File: src/gsm_settings.svh
// **************************************************
// global sizing for the shared-memory cell switch
// port count, cell width, buffer size, read latency
// **************************************************
`ifndef GSM_SETTINGS_SVH
`define GSM_SETTINGS_SVH

// egress port count, one mask bit per port
`define GSM_NPORTS 4
// cell payload width
`define GSM_DWIDTH 32
// cell address width, 16 slots in the central buffer
`define GSM_AWIDTH 4
// central memory read latency in cycles
`define GSM_RD_DELAY 2
// egress output fifo depth
`define GSM_EGQ_DEPTH 4

`endif

File: src/gsm_pkg.sv
// **************************************************
// shared types of the cell switch
// **************************************************
`include "gsm_settings.svh"

package gsm_pkg;

	// one cell payload word
	typedef logic [`GSM_DWIDTH-1:0] cell_data_t;

	// slot index in the central memory
	typedef logic [`GSM_AWIDTH-1:0] cell_addr_t;

	// one bit per egress port
	// used for the multicast mask, stall and select vectors
	typedef logic [`GSM_NPORTS-1:0] port_mask_t;

	// free list occupancy, one bit wider so a full list fits
	typedef logic [`GSM_AWIDTH:0] fill_count_t;

endpackage

File: src/cell_free_list.sv
// **************************************************
// free list of cell addresses
// circular buffer, preloaded with every slot in reset
// **************************************************
`timescale 1ns/1ps
`include "gsm_settings.svh"

module cell_free_list import gsm_pkg::*; (
	input  logic        clk,
	input  logic        i_rst_n,
	// allocation side
	input  logic        i_pop,
	output cell_addr_t  o_addr,
	output logic        o_empty,
	// release side
	input  logic        i_push,
	input  cell_addr_t  i_push_addr,
	// occupancy
	output fill_count_t o_count
);

	localparam int FL_DEPTH = 1 << `GSM_AWIDTH;

	cell_addr_t  mem [FL_DEPTH];
	cell_addr_t  rd_ptr;
	cell_addr_t  wr_ptr;
	fill_count_t count;

	// pointers are exactly AWIDTH wide, so they wrap on their own
	always_ff @(posedge clk) begin
		if (!i_rst_n) begin
			rd_ptr <= '0;
			wr_ptr <= '0;
			count  <= fill_count_t'(FL_DEPTH);
			// every slot starts out free, in order
			for (int i = 0; i < FL_DEPTH; i++) begin
				mem[i] <= cell_addr_t'(i);
			end
		end else begin
			if (i_push) begin
				mem[wr_ptr] <= i_push_addr;
				wr_ptr      <= wr_ptr + 1'b1;
			end
			if (i_pop) begin
				rd_ptr <= rd_ptr + 1'b1;
			end
			// push and pop on one edge leave the count alone
			count <= count + fill_count_t'(i_push) - fill_count_t'(i_pop);
		end
	end

	// head of the list is the next address handed out
	assign o_addr  = mem[rd_ptr];
	assign o_empty = (count == '0);
	assign o_count = count;

	// ingress must not pop an empty list and the buffer must not return more than it took
	a_fl_bounds: assert property (@(posedge clk) disable iff (!i_rst_n)
		!(i_pop && o_empty) && !(i_push && !i_pop && count == fill_count_t'(FL_DEPTH)))
		else $error("free list overrun or underrun");

endmodule

File: src/cell_ingress.sv
// **************************************************
// ingress port with valid/ready handshake
// drops empty-mask cells, allocates a slot for others
// **************************************************
`timescale 1ns/1ps

module cell_ingress import gsm_pkg::*; (
	input  logic       clk,
	input  logic       i_rst_n,
	// external cell source
	input  logic       i_cell_valid,
	input  port_mask_t i_cell_mask,
	input  cell_data_t i_cell_data,
	output logic       o_cell_ready,
	// free list
	input  logic       i_alloc_empty,
	input  cell_addr_t i_alloc_addr,
	output logic       o_alloc_pop,
	// combined memory write and queue push
	output logic       o_wr_en,
	output cell_addr_t o_wr_addr,
	output cell_data_t o_wr_data,
	output port_mask_t o_wr_mask
);

	logic mask_empty;
	logic accept;
	logic admit;

	// a cell with no destination needs no slot
	assign mask_empty = (i_cell_mask == '0);

	// ready only when a slot is free, unless the cell is dropped anyway
	assign o_cell_ready = !i_alloc_empty || mask_empty;

	assign accept = i_cell_valid && o_cell_ready;

	// only cells with at least one destination are stored
	assign admit = accept && !mask_empty;

	// **************************************************
	// write request towards the central buffer
	// **************************************************

	// slot leaves the free list on the accept edge
	assign o_alloc_pop = admit;

	// data, mask and pointer push all happen on that same edge
	assign o_wr_en   = admit;
	assign o_wr_addr = i_alloc_addr;
	assign o_wr_data = i_cell_data;
	assign o_wr_mask = i_cell_mask;

	// source keeps its cell steady until it is taken
	a_in_stable: assert property (@(posedge clk) disable iff (!i_rst_n)
		(i_cell_valid && !o_cell_ready) |=>
		(i_cell_valid && $stable(i_cell_mask) && $stable(i_cell_data)))
		else $error("ingress cell changed while waiting for ready");

endmodule

File: src/egress_port.sv
// **************************************************
// egress output fifo with valid/ready drain
// stall keeps room for reads already in flight
// **************************************************
`timescale 1ns/1ps
`include "gsm_settings.svh"

module egress_port import gsm_pkg::*; (
	input  logic       clk,
	input  logic       i_rst_n,
	// from the central buffer
	input  logic       i_load,
	input  cell_data_t i_data,
	output logic       o_stall,
	// to the link
	output logic       o_valid,
	output cell_data_t o_data,
	input  logic       i_ready
);

	localparam int PW = $clog2(`GSM_EGQ_DEPTH);

	cell_data_t  mem [`GSM_EGQ_DEPTH];
	logic [PW-1:0] rd_ptr;
	logic [PW-1:0] wr_ptr;
	logic [PW:0]   count;
	logic          drain;

	assign drain = o_valid && i_ready;

	always_ff @(posedge clk) begin
		if (i_load) begin
			mem[wr_ptr] <= i_data;
		end
	end

	always_ff @(posedge clk) begin
		if (!i_rst_n) begin
			rd_ptr <= '0;
			wr_ptr <= '0;
			count  <= '0;
		end else begin
			wr_ptr <= wr_ptr + PW'(i_load);
			rd_ptr <= rd_ptr + PW'(drain);
			count  <= count + i_load - drain;
		end
	end

	assign o_valid = (count != '0);
	assign o_data  = mem[rd_ptr];
	// threshold leaves GSM_RD_DELAY slots for pending reads
	assign o_stall = (count >= (`GSM_EGQ_DEPTH - `GSM_RD_DELAY));

	a_eg_ovf: assert property (@(posedge clk) disable iff (!i_rst_n)
		i_load |-> ((count < `GSM_EGQ_DEPTH) || drain))
		else $error("egress fifo overflow");

endmodule

File: src/gsm_ram.sv
// **************************************************
// central cell buffer with per-port pointer queues
// round-robin read scheduling and slot release
// **************************************************
`timescale 1ns/1ps
`include "gsm_settings.svh"

module gsm_ram import gsm_pkg::*; (
	input  logic       clk,
	input  logic       i_rst_n,
	// write from ingress
	input  logic       i_wr_en,
	input  cell_addr_t i_wr_addr,
	input  cell_data_t i_wr_data,
	input  port_mask_t i_wr_mask,
	// egress side
	input  port_mask_t i_eg_stall,
	output port_mask_t o_eg_sel,
	output cell_data_t o_eg_data,
	// slot release to the free list
	output logic       o_rel_en,
	output cell_addr_t o_rel_addr
);

	localparam int NCELLS = 1 << `GSM_AWIDTH;

	typedef enum logic {IDLE, RUN} sched_state_t;

	sched_state_t state;
	port_mask_t   rot;
	port_mask_t   q_valid;
	port_mask_t   q_pop;
	cell_addr_t   q_addr [`GSM_NPORTS];
	cell_addr_t   rd_addr_nxt;
	cell_addr_t   rd_addr;
	port_mask_t   rd_sel;
	cell_data_t   mem [NCELLS];
	// pending destinations per slot
	port_mask_t   pend [NCELLS];
	// read pipeline stages
	cell_data_t   data_q [`GSM_RD_DELAY];
	cell_addr_t   addr_q [`GSM_RD_DELAY];
	port_mask_t   sel_q [`GSM_RD_DELAY];
	port_mask_t   out_sel;
	cell_addr_t   out_addr;
	port_mask_t   pend_left;

	// **************************************************
	// pointer queues, one per egress port
	// **************************************************
	for (genvar p = 0; p < `GSM_NPORTS; p++) begin : g_pq
		ptr_queue u_pq (
			.clk         (clk),
			.i_rst_n     (i_rst_n),
			.i_push      (i_wr_en && i_wr_mask[p]),
			.i_push_addr (i_wr_addr),
			.i_pop       (q_pop[p]),
			.o_valid     (q_valid[p]),
			.o_addr      (q_addr[p])
		);
	end

	// free list is preloaded during reset, so run right after
	always_ff @(posedge clk) begin
		if (!i_rst_n) begin
			state <= IDLE;
			rot   <= port_mask_t'(1);
		end else begin
			state <= RUN;
			if (state == RUN) begin
				rot <= {rot[`GSM_NPORTS-2:0], rot[`GSM_NPORTS-1]};
			end
		end
	end

	// selected queue pops when it has an address and its port has room
	assign q_pop = (state == RUN) ? (rot & q_valid & ~i_eg_stall) : '0;

	// at most one bit of q_pop is set
	always_comb begin
		rd_addr_nxt = q_addr[0];
		for (int p = 0; p < `GSM_NPORTS; p++) begin
			if (q_pop[p]) begin
				rd_addr_nxt = q_addr[p];
			end
		end
	end

	// **************************************************
	// memory write and read pipeline
	// **************************************************
	always_ff @(posedge clk) begin
		if (i_wr_en) begin
			mem[i_wr_addr] <= i_wr_data;
		end
		rd_addr   <= rd_addr_nxt;
		data_q[0] <= mem[rd_addr];
		addr_q[0] <= rd_addr;
		for (int s = 1; s < `GSM_RD_DELAY; s++) begin
			data_q[s] <= data_q[s-1];
			addr_q[s] <= addr_q[s-1];
		end
	end

	// select travels alongside the read data
	always_ff @(posedge clk) begin
		if (!i_rst_n) begin
			rd_sel <= '0;
			for (int s = 0; s < `GSM_RD_DELAY; s++) begin
				sel_q[s] <= '0;
			end
		end else begin
			rd_sel   <= q_pop;
			sel_q[0] <= rd_sel;
			for (int s = 1; s < `GSM_RD_DELAY; s++) begin
				sel_q[s] <= sel_q[s-1];
			end
		end
	end

	assign out_sel   = sel_q[`GSM_RD_DELAY-1];
	assign out_addr  = addr_q[`GSM_RD_DELAY-1];
	assign o_eg_sel  = out_sel;
	assign o_eg_data = data_q[`GSM_RD_DELAY-1];

	// **************************************************
	// pending mask and release
	// **************************************************
	assign pend_left = pend[out_addr] & ~out_sel;

	// last destination served frees the slot
	assign o_rel_en   = (out_sel != '0) && (pend_left == '0);
	assign o_rel_addr = out_addr;

	// a slot being written is never one still being read
	always_ff @(posedge clk) begin
		if (!i_rst_n) begin
			for (int a = 0; a < NCELLS; a++) begin
				pend[a] <= '0;
			end
		end else begin
			if (out_sel != '0) begin
				pend[out_addr] <= pend_left;
			end
			if (i_wr_en) begin
				pend[i_wr_addr] <= i_wr_mask;
			end
		end
	end

	a_pend_clr: assert property (@(posedge clk) disable iff (!i_rst_n)
		(out_sel != '0) |-> ((pend[out_addr] & out_sel) != '0))
		else $error("pending bit cleared twice");

endmodule

File: src/gsm_switch_top.sv
// **************************************************
// switch top, ingress to central buffer to egress
// **************************************************
`timescale 1ns/1ps
`include "gsm_settings.svh"

module gsm_switch_top import gsm_pkg::*; (
	input  logic        clk,
	input  logic        i_rst_n,
	input  logic        i_cell_valid,
	input  port_mask_t  i_cell_mask,
	input  cell_data_t  i_cell_data,
	output logic        o_cell_ready,
	output port_mask_t  o_eg_valid,
	output cell_data_t  o_eg_data0,
	output cell_data_t  o_eg_data1,
	output cell_data_t  o_eg_data2,
	output cell_data_t  o_eg_data3,
	input  port_mask_t  i_eg_ready,
	output fill_count_t o_free_count
);

	logic       alloc_pop;
	logic       alloc_empty;
	cell_addr_t alloc_addr;
	logic       wr_en;
	cell_addr_t wr_addr;
	cell_data_t wr_data;
	port_mask_t wr_mask;
	logic       rel_en;
	cell_addr_t rel_addr;
	port_mask_t eg_sel;
	cell_data_t eg_data;
	port_mask_t eg_stall;
	cell_data_t eg_out [`GSM_NPORTS];

	cell_ingress u_ingress (
		.clk          (clk),
		.i_rst_n      (i_rst_n),
		.i_cell_valid (i_cell_valid),
		.i_cell_mask  (i_cell_mask),
		.i_cell_data  (i_cell_data),
		.o_cell_ready (o_cell_ready),
		.i_alloc_empty(alloc_empty),
		.i_alloc_addr (alloc_addr),
		.o_alloc_pop  (alloc_pop),
		.o_wr_en      (wr_en),
		.o_wr_addr    (wr_addr),
		.o_wr_data    (wr_data),
		.o_wr_mask    (wr_mask)
	);

	cell_free_list u_free_list (
		.clk         (clk),
		.i_rst_n     (i_rst_n),
		.i_pop       (alloc_pop),
		.o_addr      (alloc_addr),
		.o_empty     (alloc_empty),
		.i_push      (rel_en),
		.i_push_addr (rel_addr),
		.o_count     (o_free_count)
	);

	gsm_ram u_ram (
		.clk        (clk),
		.i_rst_n    (i_rst_n),
		.i_wr_en    (wr_en),
		.i_wr_addr  (wr_addr),
		.i_wr_data  (wr_data),
		.i_wr_mask  (wr_mask),
		.i_eg_stall (eg_stall),
		.o_eg_sel   (eg_sel),
		.o_eg_data  (eg_data),
		.o_rel_en   (rel_en),
		.o_rel_addr (rel_addr)
	);

	// one output fifo per port, all fed from the shared read bus
	for (genvar p = 0; p < `GSM_NPORTS; p++) begin : g_eg
		egress_port u_eg (
			.clk     (clk),
			.i_rst_n (i_rst_n),
			.i_load  (eg_sel[p]),
			.i_data  (eg_data),
			.o_stall (eg_stall[p]),
			.o_valid (o_eg_valid[p]),
			.o_data  (eg_out[p]),
			.i_ready (i_eg_ready[p])
		);
	end

	assign o_eg_data0 = eg_out[0];
	assign o_eg_data1 = eg_out[1];
	assign o_eg_data2 = eg_out[2];
	assign o_eg_data3 = eg_out[3];

endmodule

File: src/ptr_queue.sv
// **************************************************
// address queue of one egress port
// **************************************************
`timescale 1ns/1ps

module ptr_queue import gsm_pkg::*; (
	input  logic       clk,
	input  logic       i_rst_n,
	input  logic       i_push,
	input  cell_addr_t i_push_addr,
	input  logic       i_pop,
	output logic       o_valid,
	output cell_addr_t o_addr
);

	// one entry per buffer slot, so a push always fits
	localparam int PQ_DEPTH = 1 << $bits(cell_addr_t);

	cell_addr_t              mem [PQ_DEPTH];
	cell_addr_t              rd_ptr;
	cell_addr_t              wr_ptr;
	logic [$bits(cell_addr_t):0] count;
	logic [$bits(cell_addr_t):0] count_nxt;

	assign count_nxt = count + i_push - i_pop;

	always_ff @(posedge clk) begin
		if (i_push) begin
			mem[wr_ptr] <= i_push_addr;
		end
	end

	always_ff @(posedge clk) begin
		if (!i_rst_n) begin
			rd_ptr  <= '0;
			wr_ptr  <= '0;
			count   <= '0;
			o_valid <= 1'b0;
		end else begin
			wr_ptr  <= wr_ptr + cell_addr_t'(i_push);
			rd_ptr  <= rd_ptr + cell_addr_t'(i_pop);
			count   <= count_nxt;
			// valid registered from the next count
			o_valid <= (count_nxt != '0);
		end
	end

	assign o_addr = mem[rd_ptr];

	a_pq_pop: assert property (@(posedge clk) disable iff (!i_rst_n) i_pop |-> o_valid)
		else $error("pointer queue popped while empty");

endmodule

File: config.mk
export PLATFORM = sky130hd
export DESIGN_NAME = gsm_switch_top
export DESIGN_NICKNAME = d
export VERILOG_FILES = /design/src/gsm_pkg.sv /design/src/cell_free_list.sv /design/src/cell_ingress.sv /design/src/egress_port.sv /design/src/gsm_ram.sv /design/src/gsm_switch_top.sv /design/src/ptr_queue.sv
export VERILOG_INCLUDE_DIRS = /design/src
export SDC_FILE = /design/constraint.sdc
export NUM_CORES = 1
export LEC_CHECK = 0
export ABC_AREA = 1
export BUFFER_PORTS_ARGS = -buffer_cell sky130_fd_sc_hd__buf_4
export CORE_UTILIZATION = 30
export CTS_CLUSTER_SIZE = 24
export DETAILED_ROUTE_END_ITERATION = 6
export GPL_TIMING_DRIVEN = 0
export MAX_ROUTING_LAYER = met4
export SYNTH_ARGS = -nofsm -noshare
export SYNTH_HDL_FRONTEND = slang
export SYNTH_HIERARCHICAL = 1
export SYNTH_SLANG_ARGS = --single-unit
File: constraint.sdc
create_clock -name clk -period 8.05 [get_ports clk]
set_input_delay 1.61 -clock clk [delete_from_list [all_inputs] [get_ports clk]]
set_output_delay 1.61 -clock clk [all_outputs]
set_load 0.005 [all_outputs]
==> metrics, run 1 <==
status=finished, final reports clean; Reg2Reg Setup Slack=3.86 ns; yosys warns=6; final RePlAce weighted congestion=0.9261; ys async rst share=0%; data required time of the worst path=6.44 ns; Starting DRT DRC Count=~4700; clock latency at the later pin of the worst-skew pair=0.82 ns; Period Utilization, post-route=54.52%; skew final=0.02997 ns; CTS H-tree depth=4; routed wire length=182.7 mm; Rel. slew slack=19.89%; vias in the first global route=41200; Hold WS=0.3248 ns; largest net degree at the start of global routing=70; Min-Delay Path Class=reg -> reg; Post-CTS Setup Inserts=0; post-route setup TNS=0 ns; Top-Level Pins=181; Die Width=471.0 um; total congestion overflow=0; antenna violations before repair=12; CP arrival=2.78 ns; Fmax=approximately 0.23 GHz; Post-DP Area=about 0.072 mm^2; hold worst-path end=u_ram/data_q[0][53]$_DFF_P_; Final Hold Vio Count=0; row cnt=171; max-slew violations=0; Place WS=3.272 ns; PnR worst setup slack=3.661 ns; hpwl dp=125.7 mm; unrepaired setup endpoints after global routing=false; worst-margin pin slew=~1.2 ns; share of layout cells above drive strength 1=13.94%; r2r endpoint=u_ram/mem[5][21]$_DFFE_PP_; first drt pass iteration count=6; antenna-violating nets left=0; P_leak=~29 nW; Initial Util=30.29%; Peak VDD IR=approximately 0.25 mV; routed length per instance=20.52 um; sequential share of the synthesized area=69.97%; Syn-to-layout area delta=17.14%; worst-path maximum fanout=10; Via Count=42990; placed insts=about 8600; Mapped Nets=between 5000 and 6000; CTS tree=yes; CTS buffer count=161; worst setup path class=reg -> out; synthesized area=about 0.066 mm^2; CTS Sinks=1602; IO Port Bufs=between 100 and 150; cts hold-fix bufs=0; Die Height=471.0 um; Synth cell types=41; Pwr per Cell Area=320.0 mW/mm^2; main flop type after synthesis=edfxtp_1; Avg Cell Area, Syn=11.99 um^2; number of synthesized flops with an enable pin=around 1400; clk slew on worst S/H paths=0.06 ns; Core Area=0.2178 mm^2; fin cells=approximately 8900; gr usage total=16.57%; cts repair resizes=0; Residual DRC=0; number of max-cap violations=0; Critical Path End Type=output pin; Mapped Cells=roughly 5500; clock buffer depth=3; cell area after layout=0.07728 mm^2; die area=0.2218 mm^2; Reg2Reg Depth=13; min cycle time layout=4.389 ns; worst min-delay path startpoint=u_ram/data_q[0][21]$_DFF_P_; nets=6017; global-route wire length before repair=267.1 mm; Setup Viol. Count Final=0; Worst Setup Start Kind=flop; Vias per Instance=4.828; hold-critical path depth=0; Root Buffer=clkbuf_16; FF+latch count, synth=1602
-- cell type report --
cell class,instances,area [um^2]
Buffer,344,2431
Sequential cell,1602,46160
Clock buffer,229,4538
Antenna cell,8,20.02
Multi-Input combinational cell,2917,15080
Fill cell,21200,140500
Inverter,640,2427
Tap cell,2854,3571
Clock inverter,70,835.8
Timing Repair Buffer,240,2217
-- where the power goes --
part / internal [W] / switching, W / leakage, nW / total [W]
clock: 0.00438 / 0.00321 / 2.62 / 0.00759
combinational: 0.00206 / 0.00479 / 12.0 / 0.00685
sequential: 0.0100 / 0.000258 / 14.4 / 0.0103
-- synthesized netlist by cell type, types with 3 or more instances --
cell type	n	area [um^2]
dfxtp_1	194	3884
nand3_1	364	1822
o31ai_1	4	30.03
ha_1	59	738.2
nand3b_1	9	67.56
o211ai_1	128	960.9
nand2_1	878	3296
fa_1	9	180.2
buf_6	61	686.9
edfxtp_1	1408	42280
clkbuf_8	8	110.1
nand4_1	7	43.79
nor2_1	438	1644
buf_1	4	15.01
inv_2	30	112.6
buf_2	66	330.3
xnor2_1	24	210.2
buf_12	4	80.08
mux2i_1	128	1281
nor3_1	36	180.2
o21ai_0	369	1847
clkbuf_2	9	45.04
o22ai_1	128	800.8
inv_4	5	31.28
o21ai_4	4	65.06
clkbuf_1	74	277.8
buf_4	116	870.8
nor2_4	11	123.9
a21oi_1	168	840.8
nor2_2	8	50.05
nor3_2	4	40.04
inv_1	600	2252
nor4_1	3	18.77
o21ai_1	133	665.6
-- kinds of logic after synthesis --
family / synth area share, %
buf+inv: 7.364
simple gates: 11.09
flops: 69.97
xor+xnor: 0.3452
fa+ha+maj: 1.392
compound gates: 7.897
mux: 1.942
-- metal layers --
layer / part of all wire (%) / track usage [%]
met1: 43 / 22.34
met2: 47 / 25.76
met3: 8.1 / 2.458
met4: 2.5 / 4.923
met5: 0 / -
-- critical path, stage by stage, from the launching register on --
cell and delay [ns]:
dfxtp_1 0.55, buf_2 0.31, o21ai_0 0.13, o22ai_1 0.74, buf_4 0.24
-- worst max-delay path by stage --
| stage | depth (start not counted) | start | endpoint |
|---|---|---|---|
| 2_1_floorplan | 6 | i_cell_mask[1] | u_ram/mem[4][0]$_DFFE_PP_ |
| 3_3_place_gp | 7 | i_cell_mask[1] | u_ram/mem[1][17]$_DFFE_PP_ |
| 3_5_place_dp | 14 | i_cell_mask[0] | u_ram/g_pq[0].u_pq/o_valid$_SDFF_PN0_ |
| 4_1_cts | 4 | g_eg[3].u_eg/rd_ptr[1]$_SDFF_PN0_ | o_eg_data3[22] |
| 5_1_grt | 16 | flop | u_ram/mem[5][21]$_DFFE_PP_ |
| 6_report | 4 | g_eg[3].u_eg/rd_ptr[1]$_SDFF_PN0_ | o_eg_data3[22] |
-- through the flow --
stage / utilization [%] / power (W)
after floorplan: - / 0.01413
after global placement: 32.44 / 0.01713
after detailed placement: 33.00 / 0.01727
after CTS: 35.47 / 0.02486
after global routing: 35.47 / 0.02574
final: 35.48 / 0.02473
-- sequential cells by signal (all words and copies together) (netlist names), 5 cells and up, named ones only --
| register | flops |
|---|---|
| u_ram/data_q | 64 |
| g_eg.u_eg/wr_ptr | 8 |
| u_ram/g_pq.u_pq/wr_ptr | 16 |
| g_eg.u_eg/mem | 512 |
| u_free_list/o_count | 5 |
| u_ram/sel_q | 8 |
| u_ram/g_pq.u_pq/rd_ptr | 16 |
| u_ram/g_pq.u_pq/count | 20 |
| u_ram/mem | 512 |
| u_ram/g_pq.u_pq/mem | 256 |
| g_eg.u_eg/rd_ptr | 8 |
| u_free_list/mem | 64 |
| u_ram/addr_q | 8 |
| u_ram/pend | 64 |
| g_eg.u_eg/count | 12 |
-- layout by cell type (no fill, tap or decap), drive strengths merged --
master    Yosys  layout
nor4          3       3
diode         0       8
o21ai       506     506
nand3b        9       9
nand3       364     364
xnor2        24      24
nand4         7       7
inv         637     643
ha           59      59
o211ai      128     128
dfxtp       194     194
nand2       881     881
nor2        457     457
buf         251     491
xor2          2       2
mux2i       128     128
a21oi       168     168
clkinv        3      51
edfxtp     1408    1408
nor3         40      40
fa            9       9
o22ai       128     128
clkbuf       93     322
bufinv        0      13
clkinvlp      0       3
o31ai         4       4
Power figures use the tool's default switching activity.
==> run 2: changes to the inputs <==
- clock period: 8.05 -> 4.48 ns (I/O delays scaled with it)
==> metrics, run 2 (same netlist as run 1, synthesis figures left out) <==
status=finished, final reports clean; nets=6017; Initial Util=30.29%; Reg2Reg Setup Slack=about 0.32 ns; Final Hold Vio Count=0; CP arrival=4.67 ns; Min-Delay Path Class=reg -> reg; Critical Path End Type=flop; PnR worst setup slack=between 0.3 and 0.4 ns; unrepaired setup endpoints after global routing=false; Top Registers=g_eg.u_eg/mem x512, u_ram/mem x512, u_ram/g_pq.u_pq/mem x256; worst setup path class=reg -> reg; Pwr per Cell Area=between 500 and 600 mW/mm^2; Place WS=0.2614 ns; Die Width=roughly 470 um; Register Area=between 0.04 and 0.05 mm^2; commonest non-fill, non-tap cell in the layout=edfxtp_1; clock latency at the later pin of the worst-skew pair=0.82 ns; max-slew violations=0; total congestion overflow=0; cell area after layout=0.07728 mm^2; largest net degree at the start of global routing=70; cts repair resizes=0; most frequent cells in the layout=edfxtp_1, nand2_1, inv_1; Top-Level Pins=181; min cycle time layout=4.163 ns; Via Count=43000; data required time of the worst path=4.99 ns; clock buffer depth=3; post-route setup TNS=0 ns; Fmax=0.2402 GHz; fillers=21200; Multi-input gate area=approximately 0.015 mm^2; antenna-violating nets left=0; Starting DRT DRC Count=4698; met3 GRT Util=2.458%; GR peak layer=met2; Post-DP Area=0.07189 mm^2; first drt pass iteration count=6; hpwl dp=125.7 mm; global-route wire length before repair=267.1 mm; GRT met2 Usage=25.76%; Core Area=0.2178 mm^2; Peak VDD IR=around 0.46 mV; worst-margin pin slew=1.222 ns; routed length per instance=20.52 um; gr usage total=16.57%; Period Utilization, post-route=between 90% and 100%; routed wire length=between 150 and 200 mm; skew final=0.02994 ns; met1 Use GR=22.34%; CTS buffer count=161; Worst Setup Start Kind=flop; worst min-delay path startpoint=u_ram/data_q[0][21]$_DFF_P_; Vias per Instance=about 4.8; vias in the first global route=just over 40000; worst-path maximum fanout=between 60 and 70; CTS Sinks=between 1500 and 2000; Residual DRC=0; Setup Viol. Count Final=0; die area=0.2218 mm^2; Syn-to-layout area delta=17.14%; number of max-cap violations=0; CTS tree=yes; clk slew on worst S/H paths=approximately 0.060 ns; share of layout cells above drive strength 1=between 10% and 20%; row cnt=171; antenna violations before repair=12; Root Buffer=clkbuf_16; Rel. slew slack=between 10% and 20%; final RePlAce weighted congestion=0.9261; P_leak=around 29 nW; CTS H-tree depth=4; Die Height=471.0 um; cts hold-fix bufs=0; Post-CTS Setup Inserts=0; IO Port Bufs=148
==> run 2: cell counts in the layout (fill, tap and decap cells not counted) <==
No cell type changed its count.
==> run 2: final cells by class <==
type | count | area share, %
antenna | 8 | 0.02590
clock inverter | 70 | 1.081
tap | 2854 | 4.621
clock buffer | 229 | 5.872
sequential | 1602 | 59.73
multi-input combinational | 2917 | 19.51
timing repair buffer | 240 | 2.869
buffer | 344 | 3.151
inverter | 640 | 3.141
==> run 2: path summary, 6_finish.rpt <==
kind / endpoint / cells past startpoint
max reg2reg: u_ram/mem[7][19]$_DFFE_PP_ / 14
min: u_ram/data_q[0][53]$_DFF_P_ / 0
max: u_ram/mem[7][19]$_DFFE_PP_ / 14
min reg2reg: u_ram/data_q[0][53]$_DFF_P_ / 0
==> run 2: where the power goes <==
group	switching, W	leakage [nW]	internal, W	total (W)
registers	0.000463	14.4	0.0180	0.0185
clock network	0.00577	2.62	0.00786	0.0136
logic	0.00861	12.0	0.00370	0.0123
total	0.0148	28.9	0.0296	0.0444
==> run 2: metrics by stage <==
step	total power (W)	utilization, %	std cells	hold WS (ns)
finish	0.04444	35.48	8904	0.3248
global route	0.04626	35.48	8898	0.3329
CTS	0.04466	35.47	8896	0.3265
detailed placement	0.03104	33.00	8597	0.3121
global placement	0.03078	32.44	8505	0.3102
floorplan	0.02538	-	5503	0.3096
==> run 2: layer usage <==
layer	share of wire (%)	up-vias
met5	0	-
met4	2.6	0
met3	8.2	290
met2	47	1768
met1	43	21100
li1	-	19840
==> run 2: worst max-delay path, stage by stage (launching register included) <==
cell and delay [ns]:
dfxtp_1 0.31, buf_2 0.18, buf_2 0.28, nand2_1 0.08, nand2_1 0.09, nand2_1 0.06, nand3_1 0.09, nand3_1 0.08
nand2_1 0.13, buf_4 0.73, nand2_1 0.39, nor3_2 0.82, buf_8 0.24, buf_6 0.19, buf_6 0.20
